--- src/include/fabric_soc_macros.svh ---
// ##############################
// Bus widths, address map,
// device IDs and map sizes
// ##############################
`ifndef FABRIC_SOC_MACROS_SVH
`define FABRIC_SOC_MACROS_SVH

`define DATA_W      32
`define SEL_W       (`DATA_W / 8)
`define ADDR_W      16
`define GPIO_W      8
`define SRAM_DEPTH  1024

// Word addresses of the slave windows
`define DEVTBL_BASE 16'h0000
`define GPIO_BASE   16'h0010
`define DMA_BASE    16'h0020
`define SRAM_BASE   16'h1000
`define REG_SPAN    16

`define ID_INVALID  0
`define ID_SRAM     1
`define ID_DMA      2
`define ID_GPIO     6
`define ID_DEVTBL   7

// Map sizes in bytes
`define MAPSZ_REG     64
`define MAPSZ_SRAM    4096
`define MAPSZ_INVALID 0

`endif

--- src/design/fabric_soc_pkg.sv ---
// ##############################
// Bus op codes and slave
// positions of the fabric
// ##############################
`default_nettype none

package fabric_soc_pkg;

	// No read-write swap op on this bus
	typedef enum logic [1:0] {
		OP_NONE  = 2'd0,
		OP_WRITE = 2'd1,
		OP_READ  = 2'd2
	} bus_op_t;

	// Default responder sits in the last slot
	typedef enum logic [2:0] {
		SLV_DEVTBL  = 3'd0,
		SLV_GPIO    = 3'd1,
		SLV_DMA     = 3'd2,
		SLV_SRAM    = 3'd3,
		SLV_INVALID = 3'd4
	} slave_idx_t;

	localparam int SLAVE_COUNT = 5;

endpackage

`default_nettype wire

--- src/design/bus_arbiter.sv ---
// ##############################
// Fixed-priority arbiter
// Host over DMA, one transaction
// ##############################
`timescale 1ns/1ps
`default_nettype none
`include "fabric_soc_macros.svh"

module bus_arbiter
	import fabric_soc_pkg::*;
(
	input  logic               clk100mhz_i,
	input  logic               rst_p,
	input  logic               host_valid_i,
	input  bus_op_t            host_op_i,
	input  logic [`ADDR_W-1:0] host_addr_i,
	input  logic [`DATA_W-1:0] host_wdata_i,
	input  logic [`SEL_W-1:0]  host_sel_i,
	output logic               host_ready_o,
	output logic [`DATA_W-1:0] host_rdata_o,
	input  logic               dma_valid_i,
	input  bus_op_t            dma_op_i,
	input  logic [`ADDR_W-1:0] dma_addr_i,
	input  logic [`DATA_W-1:0] dma_wdata_i,
	input  logic [`SEL_W-1:0]  dma_sel_i,
	output logic               dma_ready_o,
	output logic [`DATA_W-1:0] dma_rdata_o,
	output logic               bus_valid_o,
	output bus_op_t            bus_op_o,
	output logic [`ADDR_W-1:0] bus_addr_o,
	output logic [`DATA_W-1:0] bus_wdata_o,
	output logic [`SEL_W-1:0]  bus_sel_o,
	input  logic               bus_ready_i,
	input  logic [`DATA_W-1:0] bus_rdata_i
);

	typedef enum logic [1:0] {
		OWN_NONE,
		OWN_HOST,
		OWN_DMA
	} owner_t;

	owner_t owner_q;

	// Grant only from idle, host first; release on the slave's ready
	always_ff @(posedge clk100mhz_i) begin
		if (rst_p) begin
			owner_q <= OWN_NONE;
		end else if (owner_q == OWN_NONE) begin
			if (host_valid_i) begin
				owner_q <= OWN_HOST;
			end else if (dma_valid_i) begin
				owner_q <= OWN_DMA;
			end
		end else if (bus_ready_i) begin
			owner_q <= OWN_NONE;
		end
	end

	always_comb begin
		bus_valid_o = 1'b0;
		bus_op_o    = OP_NONE;
		bus_addr_o  = '0;
		bus_wdata_o = '0;
		bus_sel_o   = '0;
		case (owner_q)
			OWN_HOST: begin
				bus_valid_o = host_valid_i;
				bus_op_o    = host_op_i;
				bus_addr_o  = host_addr_i;
				bus_wdata_o = host_wdata_i;
				bus_sel_o   = host_sel_i;
			end
			OWN_DMA: begin
				bus_valid_o = dma_valid_i;
				bus_op_o    = dma_op_i;
				bus_addr_o  = dma_addr_i;
				bus_wdata_o = dma_wdata_i;
				bus_sel_o   = dma_sel_i;
			end
			default: begin
				bus_valid_o = 1'b0;
			end
		endcase
	end

	// Reply goes back to the owner only
	assign host_ready_o = (owner_q == OWN_HOST) && bus_ready_i;
	assign host_rdata_o = (owner_q == OWN_HOST) ? bus_rdata_i : '0;
	assign dma_ready_o  = (owner_q == OWN_DMA) && bus_ready_i;
	assign dma_rdata_o  = (owner_q == OWN_DMA) ? bus_rdata_i : '0;

endmodule

`default_nettype wire

--- config.mk ---
export PLATFORM = sky130hd
export DESIGN_NAME = bus_arbiter
export DESIGN_NICKNAME = d
export VERILOG_FILES = /design/src/design/fabric_soc_pkg.sv /design/src/design/bus_arbiter.sv
export VERILOG_INCLUDE_DIRS = /design/src /design/src/include
export SDC_FILE = /design/constraint.sdc
export NUM_CORES = 1
export LEC_CHECK = 0
export BUFFER_PORTS_ARGS = -buffer_cell sky130_fd_sc_hd__clkbuf_2
export CAP_MARGIN = 20
export CORE_AREA = 3 3 103 105
export DETAILED_ROUTE_END_ITERATION = 16
export DIE_AREA = 0 0 106 108
export MAX_ROUTING_LAYER = met4
export PLACE_DENSITY_LB_ADDON = 0.08
export SLEW_MARGIN = 20
export SYNTH_ARGS = -nofsm -noshare
export SYNTH_HDL_FRONTEND = slang
export SYNTH_SLANG_ARGS = --single-unit
export TNS_END_PERCENT = 20
--- constraint.sdc ---
create_clock -name clk100mhz_i -period 1.1 [get_ports clk100mhz_i]
set_input_delay 0 -clock clk100mhz_i [delete_from_list [all_inputs] [get_ports clk100mhz_i]]
set_output_delay 0 -clock clk100mhz_i [all_outputs]
set_load 0.01 [all_outputs]
**Word-level counts from Yosys, hierarchy flattened**

Cells that the tools add are included.

- Bits in registers: 2

- Reductions and logical operators: 5
- Muxes and demuxes: 11
- Equal/unequal tests: 3

Operator list:

| cell | number |
|---|---|
| $mux W32 | 2 |
| $pmux W32 S2 | 1 |
| $pmux W16 S2 | 1 |
| $mux W2 | 4 |
| $pmux W4 S2 | 1 |
| $pmux W2 S2 | 1 |
| $ne A3 B3 Y1 const B | 1 |
| $eq A2 B1 Y1 const B | 1 |
| $eq A2 B2 Y1 const B | 1 |
| $logic_and A1 B1 Y1 | 2 |
| $logic_not A2 Y1 | 1 |
| $pmux W1 S2 | 1 |
| $reduce_and A2 Y1 | 1 |
| $reduce_bool A2 Y1 | 1 |

**Logic depth before layout (Yosys ltp)**

Gate-level depths: netlist (run 1).

- Depth after elaboration: 3
- Gate-level depth with buffers: 6
- Mapped depth without buffers: 4

**Worst setup path before layout (run 1)**

Ideal clock, no wire load.

- Path kind: register to output
- From: register owner_q[0]
- To: output port bus_addr_o[0]
- Data arrival time: 1.201 ns
- Path slack: -0.101 ns
- Buffers on the path: 2
- Required time: 1.100 ns
- Cell stages (with the launch flop): 6
- Cells stage by stage: dfxtp_1 > inv_1 > ha_1 > buf_4 > clkbuf_1 > nor2b_1

- Longest elaborated chain between the ends: 2
- Elaborated cells on any way between the ends: 3
- Classes of those cells: 2 x eq/ne; 1 x mux

RTL lines:

| item | line | text |
|---|---|---|
| start: declaration | bus_arbiter.sv:43 | `owner_t owner_q;` |
| start signal: assignment | bus_arbiter.sv:48 | `owner_q <= OWN_NONE;` |
| start signal: assignment | bus_arbiter.sv:51 | `owner_q <= OWN_HOST;` |
| start signal: assignment | bus_arbiter.sv:53 | `owner_q <= OWN_DMA;` |
| $eq A2 B2 Y1 or $eq A2 B1 Y1 (tied branches) | bus_arbiter.sv:66 | `case (owner_q)` |
| $pmux W16 S2 * | bus_arbiter.sv:66 |  |
| end: declaration | bus_arbiter.sv:30 | `` output logic [`ADDR_W-1:0] bus_addr_o, `` |

Every way passes the cells marked *; elsewhere a longest branch is shown, timed or not.

**Final worst setup path (run 1)**

- From: register owner_q[1]
- To: output port dma_rdata_o[21]

- Longest elaborated chain between the ends: 2

RTL lines:

| item | line | text |
|---|---|---|
| $eq A2 B2 Y1 | bus_arbiter.sv:91 | `assign dma_rdata_o = (owner_q == OWN_DMA) ? bus_rdata_i : '0;` |
| $mux W32 | bus_arbiter.sv:91 |  |
| end: declaration | bus_arbiter.sv:27 | `` output logic [`DATA_W-1:0] dma_rdata_o, `` |

No other way between the ends.

==> results.cfg, run 1 <==
[run_status]
outcome = finished with violations
violations = setup timing

[global_route]
groute.usage.overall_pct = 14.2
grt_pass1_vias = 2482
grt-ovfl-total = 0
antenna_found_initial = 0
grt_max_degree = 27
grt_pass1_wl_mm = 12.8

[final_layout]
nets = 633
top_regs = owner_q x2
seq_area_um2 = 45.0
mostFrequentLayoutCells = clkbuf_2 (243), nor2b_2 (50), a22oi_2 (49), and2_1 (39), and2_4 (27)
largest_register_ffs = 2
areaGrowthSynthToFinish_pct = 158
final_common_cell = clkbuf_2
regMostFlops = owner_q
n_antenna_cell = 0
fill_cells = 1007
multi_input_comb_area_um2 = 1750
drive_gt1_share_pct = 88.8

[setup_path]
crit_fanout = 6
arrival_ns = 1.50
startpoint_type = flop
path_class = flop to output port
crit_path_end_kind = output port
critPathRequiredTime_ns = 1.10

[pwr]
comb_power_share_pct = 84.1
seq_power_share_pct = 3.8
switchingPower_uw = 930
p_leak_uw = 0.00191
pwr-share-clk_pct = 12.1
p_total_uw = 2360
cellPowerDensity_nw_per_um2 = 600
p_sw_share_pct = 39.5
internal-power_uw = 1430
vdd_drop_max_mv = 0.216

[place]
gp_congestion = 0.743
portBuffers = 265
hpwl_mm = 6.74
post-place-ws_ns = -0.166

[timing]
fmax_mhz = 665
rsz0062_at_grt = true
setup_ws_ns = -0.404
worst_slew_pin_slew_ns = 0.186
hold_viol = 0
period_minus_slack_ns = 1.50
setup-violations-final = 123
period_share_pct = 137
max_slew_margin_pct = 87.6
skew_ns = 0.00213
drv_slew = 0

[cts]
clkTransAtPathRegs_ns = 0.03
clk_latency_ns = 0.21
clock_sinks = 2
cts_max_path_buffers = 2
numCtsBuffers = 3
htree_levels = 1
cts_tree = built
cts_root_buf = clkbuf_8

[yosys]
syn-cell-area_um2 = 1520
ys_seq_area_share_pct = 2.63
ys_warn_count = 0
ys_ff_latch = 2
synth_nets = 363
synth_area_per_cell_um2 = 7.07
syn-instance-count = 215
ys_types = 15

[detailed_routing]
ant_nets = 0
vias = 2614
drt-total-wl_mm = 9.55
via_per_inst = 4.24
dr.first_iter.drc_count = 65
dr.pass1.iters = 4
drc = 0
wl_per_cell_um = 15.5

[die]
die_h_um = 108
rows = 36
start_util_pct = 15.6
io_pins = 266
dieArea_um2 = 11400
die_x_um = 106
coreArea_um2 = 9730

[hold_path]
hp-class = input pin to flop

[flow_run]
max-cap-violations = 0
[cells in the mapped netlist]
cell       number  area share (%)
a22oi_1        55              27
and2_1         66              27
buf_2           4             1.3
buf_4           5             2.5
buf_6          10             7.4
clkbuf_1        5             1.2
clkbuf_2        2            0.66
dfxtp_1         2             2.6
ha_1            3             2.5
inv_1           2            0.49
mux2_1          2             1.5
nand3b_1        1            0.49
nand4bb_1       1            0.74
nor2b_1        55              23
o31ai_2         2             1.6
[path summary, 6_finish.rpt]
check,from,end,slack (ns),cells past startpoint
worst max-delay path,owner_q[1],dma_rdata_o[21],-0.40,7
worst min-delay path,rst_p,owner_q[0],0.03,2
worst max register to register,owner_q[1],owner_q[1],-0.09,4
worst min register to register,owner_q[0],owner_q[0],0.62,3
[power groups by stage]
stage,logic (µW),clock network (µW),registers [µW]
3_5_place_dp,1580,0,85.6
6_report,1980,286,89.3
2_1_floorplan,941,0,84.5
3_3_place_gp,1570,0,86.0
5_1_grt,2130,310,90.4
4_1_cts,1840,298,89.7
[critical path, stage by stage (launching register included)]
cell	delay, ns
dfxtp_4	0.34
buf_6	0.12
ha_4	0.16
buf_12	0.14
buf_8	0.13
clkbuf_16	0.15
and2_4	0.14
buf_6	0.11
[what timing repair did]
| action | in CTS | in global routing |
|---|---|---|
| buffers inserted | 4 | 3 |
| hold buffers | 0 | 0 |
| endpoints found under the setup margin | 123 | 123 |
| pin swaps | 6 | 6 |
| resized for setup | 29 | 65 |
| cloned | 5 | 6 |
[through the flow]
step / utilization (%) / cell area [µm²] / hold slack (ns) / instances / TNS (ns)
final: 40.4 / 3930 / 0.0309 / 616 / -40.94
after global placement: 33.0 / 3210 / 0.250 / 596 / -11.86
after detailed placement: 33.0 / 3210 / 0.253 / 596 / -11.92
after CTS: 36.9 / 3590 / 0.0260 / 608 / -38.99
after floorplan: - / 1780 / 0.0919 / 215 / -1.09
after global routing: 40.4 / 3930 / 0.0475 / 616 / -47.17
[kinds of logic (layout without fill, tap and decap cells)]
family                   Yosys count  in the layout  synth area share [%]
AND/OR/NAND/NOR                  123            123                  51.0
AO/OA/AOI/OAI                     57             57                  28.8
flip-flops                         2              2                  2.63
buffers and inverters             28            296                  13.6
adder cells (fa/ha/maj)            3              3                  2.47
multiplexers                       2              2                  1.48
[cell type report]
class	count	area share (%)
sequential	2	1.15
tap	133	4.24
inverter	2	0.318
multi-input combinational	185	44.5
clock buffer	3	1.05
timing repair buffer	291	48.7
[routing by layer]
metal  part of all wire [%]  vias to the layer above  track usage (%)  wire length [µm]
met5                      0                        -                -                 0
met4                   0.28                        0             2.22                27
met3                    8.2                        2             1.85               782
met2                     56                      162             27.9              5380
met1                     35                     1167             15.6              3360
li1                       -                     1283                -                 -
No activity file was read; power rests on OpenSTA's default activity.
==> run 2, diff against run 1 <==
==> constraint.sdc (replaced) <==
create_clock -name clk100mhz_i -period 1.1 [get_ports clk100mhz_i]
set_input_delay 0.11 -clock clk100mhz_i [delete_from_list [all_inputs] [get_ports clk100mhz_i]]
set_output_delay 0.11 -clock clk100mhz_i [all_outputs]
set_load 0.01 [all_outputs]
==> results.cfg, run 2 (synthesis results as in run 1) <==
[setup_path]
critical-path-top-delay-family = buffers and inverters
crit_cells = 7
cp-startpoint = owner_q[0]
r2r_end = owner_q[1]
worstPathCellList = inv_4, buf_6, ha_4, buf_12, clkbuf_16, nor2b_2, buf_2
startpoint_type = flop
critPathRequiredTime_ns = 0.99
slowest_delay_ns = 0.34
path_buf_inv = 5
r2r-start = owner_q[0]
crit_path_end = bus_sel_o[3]
reg2reg_depth = 5
crit_path_end_kind = output port
arrival_ns = 1.52
crit_fanout = 8
cp_slowest_cell = dfxtp_4
path_class = flop to output port
r2r_slack_ns = -0.15

[hold_path]
hp-class = input pin to flop

[cts]
numCtsBuffers = 3
cts_max_path_buffers = 2
htree_levels = 1
cts_tree = built
holdBufCountCts = 0
clk_latency_ns = 0.21
clock_sinks = 2
cts_root_buf = clkbuf_8
clkTransAtPathRegs_ns = 0.03

[detailed_routing]
highest_layer = met4
wl_met3_um = 665
drc = 0
dr.pass1.iters = 4
met1Wirelength_mm = 3.29
dr.first_iter.drc_count = 126
via_per_inst = 4.28
vias = 2632
ant_nets = 0
wl_per_cell_um = 14.9
wl_met2_mm = 5.13
drt-total-wl_mm = 9.14

[die]
coreArea_um2 = 9730
die_x_um = 106
rows = 36
start_util_pct = 15.6
dieArea_um2 = 11400
die_h_um = 108
io_pins = 266

[run_status]
outcome = finished with violations
violations = setup timing

[final_layout]
multi_input_comb_area_um2 = 1650
seq_area_um2 = 45.0
top_regs = owner_q x2
drive_gt1_share_pct = 82.2
regMostFlops = owner_q
fill_cells = 1018
final_common_cell = clkbuf_2
n_antenna_cell = 0
nets = 632
areaGrowthSynthToFinish_pct = 151
mostFrequentLayoutCells = clkbuf_2 (194), and2_1 (43), buf_2 (43), nor2b_2 (40), a22oi_1 (36)
largest_register_ffs = 2

[timing]
fin_tns_setup_ns = -50.17
setup_ws_ns = -0.529
max_slew_margin_pct = 81.2
worst_slew_pin_slew_ns = 0.282
skew_ns = 0.000698
hold_viol = 0
fmax_mhz = 614
period_share_pct = 148
drv_slew = 0
rsz0062_at_grt = true
setup-violations-final = 123
period_minus_slack_ns = 1.63

[global_route]
grt_pass1_wl_mm = 12.2
groute.usage.overall_pct = 13.4
grt_pass1_vias = 2473
grt-ovfl-total = 0
antenna_found_initial = 0
grt_max_degree = 34

[pwr]
p_leak_uw = 0.00193
vdd_drop_max_mv = 0.365
cellPowerDensity_nw_per_um2 = 623

[place]
portBuffers = 265
hpwl_mm = 7.09
gp_congestion = 0.770
post-place-ws_ns = -0.304

[flow_run]
max-cap-violations = 0
## run 2: changes by cell type in the layout (fill, tap and decap cells not counted), sizes merged
cell and change:
buf +51, clkbuf -51, bufbuf -1
## run 2: worst reg2reg max path: stages, from the launching register on
cell and delay (ns):
dfxtp_4 0.34, inv_4 0.04, buf_6 0.11, ha_4 0.16, mux2_1 0.32, o31ai_2 0.19
## run 2: what timing repair did
item | 4_1_cts | 5_1_grt
gates resized for setup | 2 | 142
buffers inserted | 0 | 4
pin swaps | 0 | 10
cloned | 0 | 6
hold endpoints to repair | 0 | 0
endpoints found under the setup margin | 123 | 123
## run 2: worst min-delay path by stage
stage / start / endpoint / slack (ns) / cells after the start
after CTS: rst_p / owner_q[1] / 0.14 / 2
final: rst_p / owner_q[0] / 0.14 / 2
after detailed placement: rst_p / owner_q[0] / 0.36 / 2
after global routing: rst_p / owner_q[1] / 0.15 / 2
after global placement: rst_p / owner_q[0] / 0.36 / 2
after floorplan: rst_p / owner_q[0] / 0.19 / 1
## run 2: per-stage QoR
stage,instance area [µm²],util (%),cells,hold WS (ns),total power (µW)
detailed placement,3250,33.4,602,0.363,1680
CTS,3300,33.9,605,0.141,1990
global route,3810,39.2,615,0.151,2550
finish,3810,39.2,615,0.136,2380
global placement,3250,33.4,602,0.357,1680
floorplan,1790,-,215,0.194,1020
## run 2: layout make-up
class                      instances  area share [%]
clock buffer                       3            1.08
multi-input combinational        185            43.4
tap                              133            4.36
inverter                           2           0.262
timing repair buffer             290            49.8
sequential                         2            1.18
## run 2: power breakdown
| part | internal [µW] | leakage [µW] | total [µW] | switching [µW] |
|---|---|---|---|---|
| clock | 231 | 0.0000216 | 290 | 58.3 |
| combinational | 1140 | 0.00189 | 2000 | 853 |
| sequential | 81.0 | 0.0000175 | 87.5 | 6.50 |
| total | 1460 | 0.00193 | 2380 | 918 |
## run 2: per-layer routing
layer,GRT usage (%),up-vias
met5,-,-
met4,2.22,0
met3,1.55,4
met2,26.1,150
met1,14.8,1197
li1,-,1281
==> run 3, diff against run 2 <==
- CTS_BUF_LIST: unset -> sky130_fd_sc_hd__clkbuf_16
==> results.cfg, run 3 (synthesis results as in run 1) <==
[pwr]
switchingPower_uw = 946
seq_power_share_pct = 3.3
comb_power_share_pct = 75.8
p_total_uw = 2630
p_sw_share_pct = 35.9
vdd_drop_max_mv = 0.544
pwr-share-clk_pct = 20.8
internal-power_uw = 1690
p_leak_uw = 0.00195
cellPowerDensity_nw_per_um2 = 684

[setup_path]
r2r-start = owner_q[0]
startpoint_type = flop
arrival_ns = 1.53
critPathRequiredTime_ns = 0.99
reg2reg_depth = 5
slowest_delay_ns = 0.35
crit_path_end_kind = output port
r2r_slack_ns = -0.16
crit_fanout = 8
crit_path_end = bus_sel_o[3]
path_class = flop to output port
cp_slowest_cell = dfxtp_4
cp-startpoint = owner_q[0]
worstPathCellList = inv_4, buf_6, ha_4, buf_12, clkbuf_16, nor2b_2, buf_2
r2r_end = owner_q[0]

[final_layout]
seq_area_um2 = 45.0
largest_register_ffs = 2
nets = 632
final_common_cell = clkbuf_2
regMostFlops = owner_q
finalNonFillerCells = 615
n_antenna_cell = 0
areaGrowthSynthToFinish_pct = 153
mostFrequentLayoutCells = clkbuf_2 (194), and2_1 (43), buf_2 (43), nor2b_2 (40), a22oi_1 (36)
multi_input_comb_area_um2 = 1650
top_regs = owner_q x2
drive_gt1_share_pct = 82.2
fill_cells = 1014

[hold_path]
hp-class = input pin to flop

[cts]
clkTransAtPathRegs_ns = 0.03
clock_sinks = 2
htree_levels = 1
numCtsBuffers = 3
holdBufCountCts = 0
clk_latency_ns = 0.22
cts_max_path_buffers = 2
cts_root_buf = clkbuf_16
cts_tree = built

[timing]
setup_ws_ns = -0.544
setup-violations-final = 123
fmax_mhz = 608
period_minus_slack_ns = 1.64
period_share_pct = 149
worst_slew_pin_slew_ns = 0.282
fin_hold_ws_ns = 0.127
rsz0062_at_grt = true
fin_tns_setup_ns = -51.74
drv_slew = 0
max_slew_margin_pct = 81.2
skew_ns = 0.000158
hold_viol = 0

[place]
gp_congestion = 0.770
hpwl_mm = 7.09
portBuffers = 265
dp_cells = 602

[global_route]
antenna_found_initial = 0
groute.usage.overall_pct = 13.4
grt_pass1_vias = 2475
grt_pass1_wl_mm = 12.2
grt-ovfl-total = 0
grt_max_degree = 34

[die]
dieArea_um2 = 11400
die_h_um = 108
rows = 36
die_x_um = 106
start_util_pct = 15.6
io_pins = 266
coreArea_um2 = 9730

[detailed_routing]
drc = 0
drt-total-wl_mm = 9.17
ant_nets = 0
wl_per_cell_um = 14.9
dr.pass1.iters = 4
via_per_inst = 4.25
dr.first_iter.drc_count = 114
vias = 2616

[flow_run]
max-cap-violations = 0

[run_status]
outcome = finished with violations
violations = setup timing
run 3: cell counts in the layout (fill, tap and decap cells not counted):
Identical to the previous run, type by type.
run 3: routing by layer:
metal	global-route usage, %	share of wire (%)	wire length, µm
met1	14.9	36	3300
met2	26.1	57	5190
met3	1.73	7.3	665
met4	1.67	0.15	14
met5	-	0	0
run 3: final cells by class:
class                   count  area share (%)
clock buffers               3            1.95
inverters                   2           0.260
multi-input cells         185            43.0
flip-flops and latches      2            1.17
well taps                 133            4.32
repair buffers            290            49.3
run 3: through the flow:
| stage | instance area (µm²) | util (%) | setup slack (ns) |
|---|---|---|---|
| 5_1_grt | 3850 | 39.6 | -0.595 |
| 4_1_cts | 3330 | 34.2 | -0.532 |
| 3_3_place_gp | 3250 | 33.4 | -0.285 |
| 3_5_place_dp | 3250 | 33.4 | -0.304 |
| 6_report | 3850 | 39.6 | -0.544 |
| 2_1_floorplan | 1790 | - | -0.0912 |
run 3: how the worst min path moves through the flow:
stage	start	end	slack, ns	cells after the start
after floorplan	rst_p	owner_q[0]	0.19	1
after global placement	rst_p	owner_q[0]	0.36	2
after detailed placement	rst_p	owner_q[0]	0.36	2
after CTS	rst_p	owner_q[1]	0.13	2
after global routing	rst_p	owner_q[1]	0.14	2
final	rst_p	owner_q[0]	0.13	2
run 3: timing repair:
item | 4_1_cts | 5_1_grt
setup buffers | 0 | 4
resized for setup | 2 | 142
pin swaps | 0 | 10
endpoints found under the setup margin | 123 | 123
cloned | 0 | 6
run 3: worst max-delay path: cells and delay by family, from the launching register on:
kind	cells	cell delay [ns]
fa+ha+maj	1	0.27
buf+inv	5	0.57
simple gates	1	0.13
flops	1	0.35
run 3: power groups by stage:
| stage | Combinational, µW | Sequential (µW) | Clock [µW] |
|---|---|---|---|
| CTS | 1610 | 85.9 | 558 |
| global route | 2160 | 89.5 | 562 |
| finish | 2000 | 88.0 | 549 |
| floorplan | 939 | 85.9 | 0 |
| global placement | 1590 | 87.1 | 0 |
| detailed placement | 1590 | 86.8 | 0 |
